## config.mk

```make
export PLATFORM = sky130hd
export DESIGN_NAME = cnn_layer_top
export DESIGN_NICKNAME = d
export VERILOG_FILES = /design/src/rtl/cnn_pkg.sv /design/src/rtl/feature_link_if.sv /design/src/rtl/cnn_layer_top.sv /design/src/rtl/max_pool_pair.sv /design/src/rtl/conv1d_relu.sv /design/src/rtl/kernel_store.sv /design/src/rtl/credit_fifo.sv
export VERILOG_INCLUDE_DIRS = /design/src /design/src/rtl
export SDC_FILE = /design/constraint.sdc
export NUM_CORES = 2
export LEC_CHECK = 0
export BUFFER_PORTS_ARGS = -buffer_cell sky130_fd_sc_hd__buf_4
export CAP_MARGIN = 10
export CORE_ASPECT_RATIO = 1.2
export CORE_MARGIN = 8
export CORE_UTILIZATION = 45
export CTS_CLUSTER_SIZE = 24
export DETAILED_ROUTE_END_ITERATION = 16
export PLACE_DENSITY = 0.62
export SKIP_CTS_REPAIR_TIMING = 1
export SLEW_MARGIN = 20
export SYNTH_ARGS = -nofsm -noshare
export SYNTH_HDL_FRONTEND = slang
export SYNTH_SLANG_ARGS = --single-unit
```

## constraint.sdc

```tcl
create_clock -name clk -period 10.76 [get_ports clk]
set_input_delay 1.076 -clock clk [delete_from_list [all_inputs] [get_ports clk]]
set_output_delay 1.076 -clock clk [all_outputs]
set_load 0.03 [all_outputs]
```

## src/rtl/cnn_consts.svh

```systemverilog
`ifndef CNN_CONSTS_SVH
`define CNN_CONSTS_SVH

// Sample, weight, bias and feature width
`define CNN_ACT_BITS 8

// Signed accumulator width
`define CNN_ACC_BITS 20

`define CNN_NUM_FILTERS 8

// Kernel taps, left neighbour first
`define CNN_TAPS 3

// Credits per link, equal to the receiving FIFO depth
`define CNN_LINK_CREDITS 4

`endif
```

## src/rtl/cnn_pkg.sv

```systemverilog
`default_nettype none

`include "cnn_consts.svh"

package cnn_pkg;

    // Unsigned input sample
    typedef logic [`CNN_ACT_BITS-1:0] sample_t;

    // Signed weight or bias
    typedef logic signed [`CNN_ACT_BITS-1:0] weight_t;

    typedef logic signed [`CNN_ACC_BITS-1:0] acc_t;

    // Unsigned activation after ReLU
    typedef logic [`CNN_ACT_BITS-1:0] feature_t;

    // One feature per filter, filter 0 in the low byte
    typedef logic [`CNN_NUM_FILTERS*`CNN_ACT_BITS-1:0] feature_vec_t;

    // Byte index is filter * taps + tap
    typedef logic [`CNN_NUM_FILTERS*`CNN_TAPS*`CNN_ACT_BITS-1:0] weights_flat_t;

    typedef logic [`CNN_NUM_FILTERS*`CNN_ACT_BITS-1:0] biases_flat_t;

    // Holds 0 up to the full credit count
    typedef logic [$clog2(`CNN_LINK_CREDITS+1)-1:0] credit_cnt_t;

endpackage

`default_nettype wire

```

## src/rtl/feature_link_if.sv

```systemverilog
`timescale 1ns/1ps
`default_nettype none

`include "cnn_consts.svh"

interface feature_link_if
    import cnn_pkg::*;
();

    logic         valid;
    feature_vec_t data;
    logic         last;
    // One pulse per freed receiver entry
    logic         credit;

    modport sender (
        output valid,
        output data,
        output last,
        input  credit
    );

    modport receiver (
        input  valid,
        input  data,
        input  last,
        output credit
    );

endinterface

`default_nettype wire

```

## src/rtl/cnn_layer_top.sv

```systemverilog
`timescale 1ns/1ps
`default_nettype none

`include "cnn_consts.svh"

module cnn_layer_top
    import cnn_pkg::*;
(
    input  wire logic          clk,
    input  wire logic          rst_n,
    input  wire logic          i_sample_valid,
    input  wire sample_t       i_sample,
    input  wire logic          i_sample_last,
    output logic               o_sample_credit,
    input  wire logic          i_load_weights,
    input  wire weights_flat_t i_weights,
    input  wire logic          i_load_biases,
    input  wire biases_flat_t  i_biases,
    output logic               o_feat_valid,
    output feature_vec_t       o_feat,
    output logic               o_feat_last,
    input  wire logic          i_feat_credit
);

    localparam int SMP_W  = `CNN_ACT_BITS;
    localparam int FEAT_W = `CNN_NUM_FILTERS * `CNN_ACT_BITS;

    // Last flag rides in the top bit of each FIFO entry
    logic              smp_rd_valid;
    logic [SMP_W:0]    smp_rd_data;
    logic              smp_pop;
    weights_flat_t     weights;
    biases_flat_t      biases;
    logic              feat_rd_valid;
    logic [FEAT_W:0]   feat_rd_data;
    logic              feat_pop;

    feature_link_if feat_link ();

    credit_fifo #(
        .WIDTH(SMP_W + 1)
    ) u_sample_fifo (
        .clk        (clk),
        .rst_n      (rst_n),
        .i_wr_valid (i_sample_valid),
        .i_wr_data  ({i_sample_last, i_sample}),
        .i_rd_pop   (smp_pop),
        .o_rd_valid (smp_rd_valid),
        .o_rd_data  (smp_rd_data),
        .o_credit   (o_sample_credit)
    );

    kernel_store u_kernel_store (
        .clk            (clk),
        .rst_n          (rst_n),
        .i_load_weights (i_load_weights),
        .i_weights      (i_weights),
        .i_load_biases  (i_load_biases),
        .i_biases       (i_biases),
        .o_weights      (weights),
        .o_biases       (biases)
    );

    conv1d_relu u_conv (
        .clk         (clk),
        .rst_n       (rst_n),
        .i_in_valid  (smp_rd_valid),
        .i_in_sample (smp_rd_data[SMP_W-1:0]),
        .i_in_last   (smp_rd_data[SMP_W]),
        .o_in_pop    (smp_pop),
        .i_weights   (weights),
        .i_biases    (biases),
        .feat_link   (feat_link.sender)
    );

    credit_fifo #(
        .WIDTH(FEAT_W + 1)
    ) u_feat_fifo (
        .clk        (clk),
        .rst_n      (rst_n),
        .i_wr_valid (feat_link.valid),
        .i_wr_data  ({feat_link.last, feat_link.data}),
        .i_rd_pop   (feat_pop),
        .o_rd_valid (feat_rd_valid),
        .o_rd_data  (feat_rd_data),
        .o_credit   (feat_link.credit)
    );

    max_pool_pair u_pool (
        .clk          (clk),
        .rst_n        (rst_n),
        .i_in_valid   (feat_rd_valid),
        .i_in_data    (feat_rd_data[FEAT_W-1:0]),
        .i_in_last    (feat_rd_data[FEAT_W]),
        .o_in_pop     (feat_pop),
        .i_out_credit (i_feat_credit),
        .o_out_valid  (o_feat_valid),
        .o_out_data   (o_feat),
        .o_out_last   (o_feat_last)
    );

endmodule

`default_nettype wire

```

## src/rtl/max_pool_pair.sv

```systemverilog
`timescale 1ns/1ps
`default_nettype none

`include "cnn_consts.svh"

module max_pool_pair
    import cnn_pkg::*;
(
    input  wire logic         clk,
    input  wire logic         rst_n,
    input  wire logic         i_in_valid,
    input  wire feature_vec_t i_in_data,
    input  wire logic         i_in_last,
    output logic              o_in_pop,
    input  wire logic         i_out_credit,
    output logic              o_out_valid,
    output feature_vec_t      o_out_data,
    output logic              o_out_last
);

    localparam int ACT = `CNN_ACT_BITS;
    localparam int NF  = `CNN_NUM_FILTERS;

    // First vector of the current pair
    feature_vec_t held;
    logic         held_valid;
    feature_vec_t pair_max;
    credit_cnt_t  credits;
    logic         has_credit;
    logic         pop;
    logic         emit;

    function automatic feature_t feat_max(input feature_t a, input feature_t b);
        return (a > b) ? a : b;
    endfunction

    assign has_credit = (credits != '0);
    assign pop        = i_in_valid && has_credit;
    // Second of a pair, or a lone final position
    assign emit       = pop && (held_valid || i_in_last);
    assign o_in_pop   = pop;

    always_comb begin
        for (int f = 0; f < NF; f++) begin
            pair_max[f*ACT +: ACT] = feat_max(held[f*ACT +: ACT], i_in_data[f*ACT +: ACT]);
        end
    end

    always_ff @(posedge clk or negedge rst_n) begin
        if (!rst_n) begin
            held_valid <= 1'b0;
        end else if (pop) begin
            held_valid <= !held_valid && !i_in_last;
        end
    end

    always_ff @(posedge clk) begin
        if (pop && !held_valid) begin
            held <= i_in_data;
        end
    end

    always_ff @(posedge clk or negedge rst_n) begin
        if (!rst_n) begin
            credits <= credit_cnt_t'(`CNN_LINK_CREDITS);
        end else begin
            case ({emit, i_out_credit})
                2'b10:   credits <= credits - 1'b1;
                2'b01:   credits <= credits + 1'b1;
                default: credits <= credits;
            endcase
        end
    end

    always_ff @(posedge clk or negedge rst_n) begin
        if (!rst_n) begin
            o_out_valid <= 1'b0;
            o_out_last  <= 1'b0;
        end else begin
            o_out_valid <= emit;
            if (emit) begin
                o_out_last <= i_in_last;
            end
        end
    end

    always_ff @(posedge clk) begin
        if (emit) begin
            o_out_data <= held_valid ? pair_max : i_in_data;
        end
    end

endmodule

`default_nettype wire

```

## src/rtl/conv1d_relu.sv

```systemverilog
`timescale 1ns/1ps
`default_nettype none

`include "cnn_consts.svh"

module conv1d_relu
    import cnn_pkg::*;
(
    input  wire logic          clk,
    input  wire logic          rst_n,
    input  wire logic          i_in_valid,
    input  wire sample_t       i_in_sample,
    input  wire logic          i_in_last,
    output logic               o_in_pop,
    input  wire weights_flat_t i_weights,
    input  wire biases_flat_t  i_biases,
    feature_link_if.sender     feat_link
);

    localparam int ACT  = `CNN_ACT_BITS;
    localparam int NF   = `CNN_NUM_FILTERS;
    localparam int TAPS = `CNN_TAPS;

    localparam acc_t ACT_MAX = acc_t'((1 << ACT) - 1);

    typedef enum logic [1:0] {
        IDLE,
        RUN,
        FLUSH
    } conv_state_e;

    conv_state_e  state;
    sample_t      win_left;
    sample_t      win_cur;
    // Left slot holds a sample of the current sequence
    logic         win_in_seq;
    credit_cnt_t  credits;
    logic         has_credit;
    logic         pop;
    logic         emit;
    sample_t      taps [TAPS];
    acc_t         acc [NF];
    feature_vec_t feat_next;

    function automatic acc_t tap_term(input weight_t w, input sample_t x);
        acc_t xs;
        xs = acc_t'({1'b0, x});
        return acc_t'(w) * xs;
    endfunction

    function automatic feature_t relu_sat(input acc_t sum);
        if (sum < 0) begin
            return '0;
        end
        if (sum > ACT_MAX) begin
            return '1;
        end
        return feature_t'(sum);
    endfunction

    assign has_credit = (credits != '0);
    assign pop        = (state != FLUSH) && i_in_valid && has_credit;
    assign emit       = ((state == RUN) && pop) || ((state == FLUSH) && has_credit);
    assign o_in_pop   = pop;

    // Zero padding at both ends of the sequence
    always_comb begin
        taps[0] = win_in_seq ? win_left : '0;
        taps[1] = win_cur;
        taps[2] = (state == FLUSH) ? '0 : i_in_sample;
    end

    always_comb begin
        for (int f = 0; f < NF; f++) begin
            acc[f] = acc_t'(weight_t'(i_biases[f*ACT +: ACT]));
            for (int t = 0; t < TAPS; t++) begin
                acc[f] = acc[f] + tap_term(weight_t'(i_weights[(f*TAPS+t)*ACT +: ACT]),
                                           taps[t]);
            end
            feat_next[f*ACT +: ACT] = relu_sat(acc[f]);
        end
    end

    always_ff @(posedge clk or negedge rst_n) begin
        if (!rst_n) begin
            state <= IDLE;
        end else begin
            case (state)
                IDLE: begin
                    if (pop) begin
                        state <= i_in_last ? FLUSH : RUN;
                    end
                end
                RUN: begin
                    if (pop && i_in_last) begin
                        state <= FLUSH;
                    end
                end
                FLUSH: begin
                    if (has_credit) begin
                        state <= IDLE;
                    end
                end
                default: state <= IDLE;
            endcase
        end
    end

    always_ff @(posedge clk) begin
        if (pop) begin
            win_left <= win_cur;
            win_cur  <= i_in_sample;
        end
    end

    // First sample of a sequence leaves the left slot empty
    always_ff @(posedge clk or negedge rst_n) begin
        if (!rst_n) begin
            win_in_seq <= 1'b0;
        end else if (pop) begin
            win_in_seq <= (state == RUN);
        end
    end

    always_ff @(posedge clk or negedge rst_n) begin
        if (!rst_n) begin
            credits <= credit_cnt_t'(`CNN_LINK_CREDITS);
        end else begin
            case ({emit, feat_link.credit})
                2'b10:   credits <= credits - 1'b1;
                2'b01:   credits <= credits + 1'b1;
                default: credits <= credits;
            endcase
        end
    end

    always_ff @(posedge clk or negedge rst_n) begin
        if (!rst_n) begin
            feat_link.valid <= 1'b0;
            feat_link.last  <= 1'b0;
        end else begin
            feat_link.valid <= emit;
            if (emit) begin
                feat_link.last <= (state == FLUSH);
            end
        end
    end

    always_ff @(posedge clk) begin
        if (emit) begin
            feat_link.data <= feat_next;
        end
    end

endmodule

`default_nettype wire

```

## src/rtl/kernel_store.sv

```systemverilog
`timescale 1ns/1ps
`default_nettype none

`include "cnn_consts.svh"

module kernel_store
    import cnn_pkg::*;
(
    input  wire logic          clk,
    input  wire logic          rst_n,
    input  wire logic          i_load_weights,
    input  wire weights_flat_t i_weights,
    input  wire logic          i_load_biases,
    input  wire biases_flat_t  i_biases,
    output weights_flat_t      o_weights,
    output biases_flat_t       o_biases
);

    // Weights and biases load on separate strobes
    always_ff @(posedge clk or negedge rst_n) begin
        if (!rst_n) begin
            o_weights <= '0;
        end else if (i_load_weights) begin
            o_weights <= i_weights;
        end
    end

    always_ff @(posedge clk or negedge rst_n) begin
        if (!rst_n) begin
            o_biases <= '0;
        end else if (i_load_biases) begin
            o_biases <= i_biases;
        end
    end

endmodule

`default_nettype wire

```

## src/rtl/credit_fifo.sv

```systemverilog
`timescale 1ns/1ps
`default_nettype none

`include "cnn_consts.svh"

module credit_fifo
    import cnn_pkg::*;
#(
    parameter int WIDTH = 9
) (
    input  wire logic             clk,
    input  wire logic             rst_n,
    input  wire logic             i_wr_valid,
    input  wire logic [WIDTH-1:0] i_wr_data,
    input  wire logic             i_rd_pop,
    output logic                  o_rd_valid,
    output logic [WIDTH-1:0]      o_rd_data,
    output logic                  o_credit
);

    localparam int DEPTH    = `CNN_LINK_CREDITS;
    localparam int PTR_BITS = (DEPTH > 1) ? $clog2(DEPTH) : 1;

    typedef logic [PTR_BITS-1:0] ptr_t;

    logic [WIDTH-1:0] mem [DEPTH];
    ptr_t             wr_ptr;
    ptr_t             rd_ptr;
    credit_cnt_t      count;
    logic             do_pop;

    function automatic ptr_t next_ptr(input ptr_t ptr);
        if (ptr == ptr_t'(DEPTH - 1)) begin
            return '0;
        end
        return ptr + 1'b1;
    endfunction

    // Pop of an empty buffer is ignored
    assign do_pop     = i_rd_pop && (count != '0);
    assign o_rd_valid = (count != '0);
    assign o_rd_data  = mem[rd_ptr];

    always_ff @(posedge clk) begin
        if (i_wr_valid) begin
            mem[wr_ptr] <= i_wr_data;
        end
    end

    always_ff @(posedge clk or negedge rst_n) begin
        if (!rst_n) begin
            wr_ptr   <= '0;
            rd_ptr   <= '0;
            count    <= '0;
            o_credit <= 1'b0;
        end else begin
            if (i_wr_valid) begin
                wr_ptr <= next_ptr(wr_ptr);
            end
            if (do_pop) begin
                rd_ptr <= next_ptr(rd_ptr);
            end
            case ({i_wr_valid, do_pop})
                2'b10:   count <= count + 1'b1;
                2'b01:   count <= count - 1'b1;
                default: count <= count;
            endcase
            // Freed entry goes back to the sender
            o_credit <= do_pop;
        end
    end

endmodule

`default_nettype wire

```

==> metrics.md <==
| Metric | Value |
|---|---|
| Worst skew pair latency | 760 ps |
| Synthesis-stage register bit count | 790 |
| IO buf count | approximately 340 |
| WP data required | 11220 ps |
| CTS tree | yes |
| Measured slew at the worst slew-check pin | between 1000 and 1500 ps |
| Mapped Area | 96500 um^2 |
| GRT overflow | 0 |
| CP max FO | 57 |
| First-pass GRT wire length | between 400000 and 500000 um |
| CTS H-tree lvls | 3 |
| Wire length per cell | 21.3 um |
| CTS buffer count | 91 |
| Crit path launch type | flip-flop |
| Die area | 230000 um^2 |
| Antenna violations before repair | 15 |
| Post-layout min period | slightly below 10000 ps |
| Met2 usage | 0.351 |
| Final Hold Fails | 0 |
| Die W | roughly 440 um |
| Die height | 523 um |
| Crit-path slowest cell | dfrtp_4 |
| First-pass DRT Iterations | 7 |
| EDFF count, synth | between 500 and 600 |
| Clock Tree Buf Depth | 3 |
| Placer Congestion | 0.927 |
| FMAX | 101 MHz |
| Nets@finish | 12526 |
| Worst Setup Path Type | reg2reg |
| Final slew viol count | 0 |
| Met3 Use GR | 0.0431 |
| Post-DP HPWL | roughly 220000 um |
| Root Driver | clkbuf_16 |
| # DRC | 0 |
| Iteration-0 DRC Markers | 5086 |
| Mapped Cells | 9569 |
| Post-synthesis cell type count | between 90 and 100 |
| Tcrit/Tclk final | 0.924 |
| Setup TNS | 0 ps |
| Critical Path Max Stage Delay | around 730 ps |
| Max-cap violation count | 0 |
| Synthesis-to-layout area growth | 8.94% |
| CTS Sinks | slightly below 800 |
| Num ports | 338 |
| Share of cells above drive strength 1 | 0.0907 |
| Slew HR | 0.237 |
| Grt met1 use | 0.347 |
| Clock Skews | 52.7 ps |
| Core Footprint | around 210000 um^2 |
| Largest net degree at the start of global routing | 126 |
| Status | finished, final reports clean |
| Via Count | 67990 |
| Setup crit end kind | flip-flop |
| Gr busiest metal | met2 |
| Yosys warnings | 0 |
| Worst path most repeated cell | fa_1 |
| Initial Utilization | 0.452 |
| WP data arrival | 10400 ps |
| RSZ-0062 raised after global routing | false |
| Gr usage total | 0.235 |
| Ys async rst share | 0.362 |
| Vias/cell | 5.39 |
| Rows | about 190 |
| Sequential area share after synthesis | 0.231 |
| Synth Area per Inst | between 10 and 15 um^2 |
| Antenna-violating nets left | 0 |
| Worst hold path type | in2async |
| Mapped Nets | about 12000 |
| WL final | about 270000 um |
| Top_reg_cell synth | edfxtp_1 |
| Final setup violation count | 0 |
| Vias in the first global route | 71615 |
| Clock slew at reported path FFs | 60 ps |
flip-flops by register name (all words and copies together), names as in the netlist, 2 cells and up:
name	count
u_feat_fifo.rd_ptr	2
u_sample_fifo.mem	36
u_sample_fifo.rd_ptr	2
u_feat_fifo.count	3
u_conv.credits	3
u_feat_fifo.wr_ptr	2
u_conv.feat_link.data	64
u_sample_fifo.count	3
u_pool.held	64
u_kernel_store.o_weights	192
u_conv.win_left	8
u_conv.win_cur	8
u_pool.credits	3
u_pool.o_out_data	64
u_sample_fifo.wr_ptr	2
u_feat_fifo.mem	260
u_kernel_store.o_biases	64
u_conv.state	2
layout make-up:
cell class / instances / area [um^2]
Antenna cell: 4 / 10.0
Clock buffer: 114 / 2460
Clock inverter: 55 / 707
Fill cell: 19773 / 108000
Inverter: 2009 / 7540
Multi-Input combinational cell: 6409 / 65400
Sequential cell: 790 / 22300
Tap cell: 2820 / 3530
Timing Repair Buffer: 420 / 3260
synthesized netlist by cell type, drive strengths merged (9+ instances only):
cell,instances,area share
o21a,43,0.0034
nand2b,81,0.0052
a2111oi,10,0.0012
clkbuf,287,0.011
xor2,101,0.0092
inv,2009,0.078
mux2,192,0.022
and2,330,0.021
a21o,87,0.0068
ha,1281,0.17
mux2i,12,0.0012
or3,17,0.0012
nand4,34,0.0022
or2,16,0.0010
o21ai,262,0.014
nor2,285,0.011
o211a,11,0.0011
o211ai,11,0.0010
edfxtp,504,0.16
fa,1253,0.26
nand3b,9,0.00070
a31oi,33,0.0024
mux4,74,0.017
dfrtp,284,0.074
o41ai,15,0.0014
nand3,72,0.0037
o2111ai,22,0.0020
a211oi,22,0.0017
a21boi,13,0.0010
a21oi,237,0.012
o31ai,10,0.00078
o21bai,31,0.0024
xnor2,165,0.015
a211o,17,0.0015
and3,500,0.032
nand2,906,0.035
nor3,78,0.0040
nor2b,61,0.0040
nor4,14,0.0012
buf,74,0.0030
routing by layer:
| metal | share of wire | vias up |
|---|---|---|
| met1 | 0.47 | 34302 |
| met3 | 0.074 | 360 |
| li1 | - | 31142 |
| met4 | 0.032 | 8 |
| met2 | 0.42 | 2178 |
| met5 | 0.00020 | - |
stage by stage:
stage               utilization  setup WS (ps)  area [um^2]  cells  hold slack [ps]
floorplan                     -           2130        96500   9569              424
global placement          0.477           1050       102000  12448              460
detailed placement        0.477            966       102000  12448              467
CTS                       0.492            885       105000  12617              326
global route              0.492            282       105000  12618              368
finish                    0.492            817       105000  12621              332
final timing paths:
path | startpoint | to | slack (ps) | cells after the start
worst max-delay path | u_conv.win_in_seq$_DFFE_PN0P_ | u_conv.feat_link.data[46]$_SDFFCE_PN0P_ | 820 | 31
worst min-delay path | rst_n | u_kernel_store.o_weights[105]$_DFFE_PN0P_ | 330 | 1
worst max register to register | u_conv.win_in_seq$_DFFE_PN0P_ | u_conv.feat_link.data[46]$_SDFFCE_PN0P_ | 820 | 31
max in group asynchronous | rst_n | u_pool.o_out_last$_DFFE_PN0P_ | 8140 | 3
worst min register to register | u_feat_fifo.count[2]$_DFFE_PN0P_ | u_feat_fifo.count[2]$_DFFE_PN0P_ | 470 | 1
min in group clk | u_feat_fifo.count[2]$_DFFE_PN0P_ | u_feat_fifo.count[2]$_DFFE_PN0P_ | 470 | 1
critical path: cells and delay by family (launching register included):
family                   cells  cell delay, ps
AO/OA/AOI/OAI                9            2090
XOR/XNOR                     2             390
adder cells (fa/ha/maj)     11            4390
buffers and inverters        3             140
flip-flops                   1             730
AND/OR/NAND/NOR              6            1910
logic make-up (layout without fill, tap and decap cells):
family                     count (synthesis)  in the layout  share of synthesized area
adders and majority gates               2534           2534                      0.426
and+or+nand+nor                         2425           2425                      0.125
buffers and inverters                   2370           2598                     0.0922
AOI/OAI and AO/OA                        906            906                     0.0604
DFF                                      790            790                      0.231
muxes                                    278            278                     0.0409
xor gates and xnor gates                 266            266                     0.0242
other                                      0              4                          0
cell usage in the layout (no fill, tap or decap), types with 192 or more instances in the layout:
cell type	count
fa_1	1253
nor2_1	284
o21ai_0	221
inv_1	2007
buf_4	411
edfxtp_1	504
ha_1	1281
dfrtp_1	281
a21oi_1	236
mux2_2	192
nand2_1	905
and2_1	320
and3_1	500
Power is not shown: default switching activity piles up to over one toggle a cycle in this logic, so the estimate is an artifact.
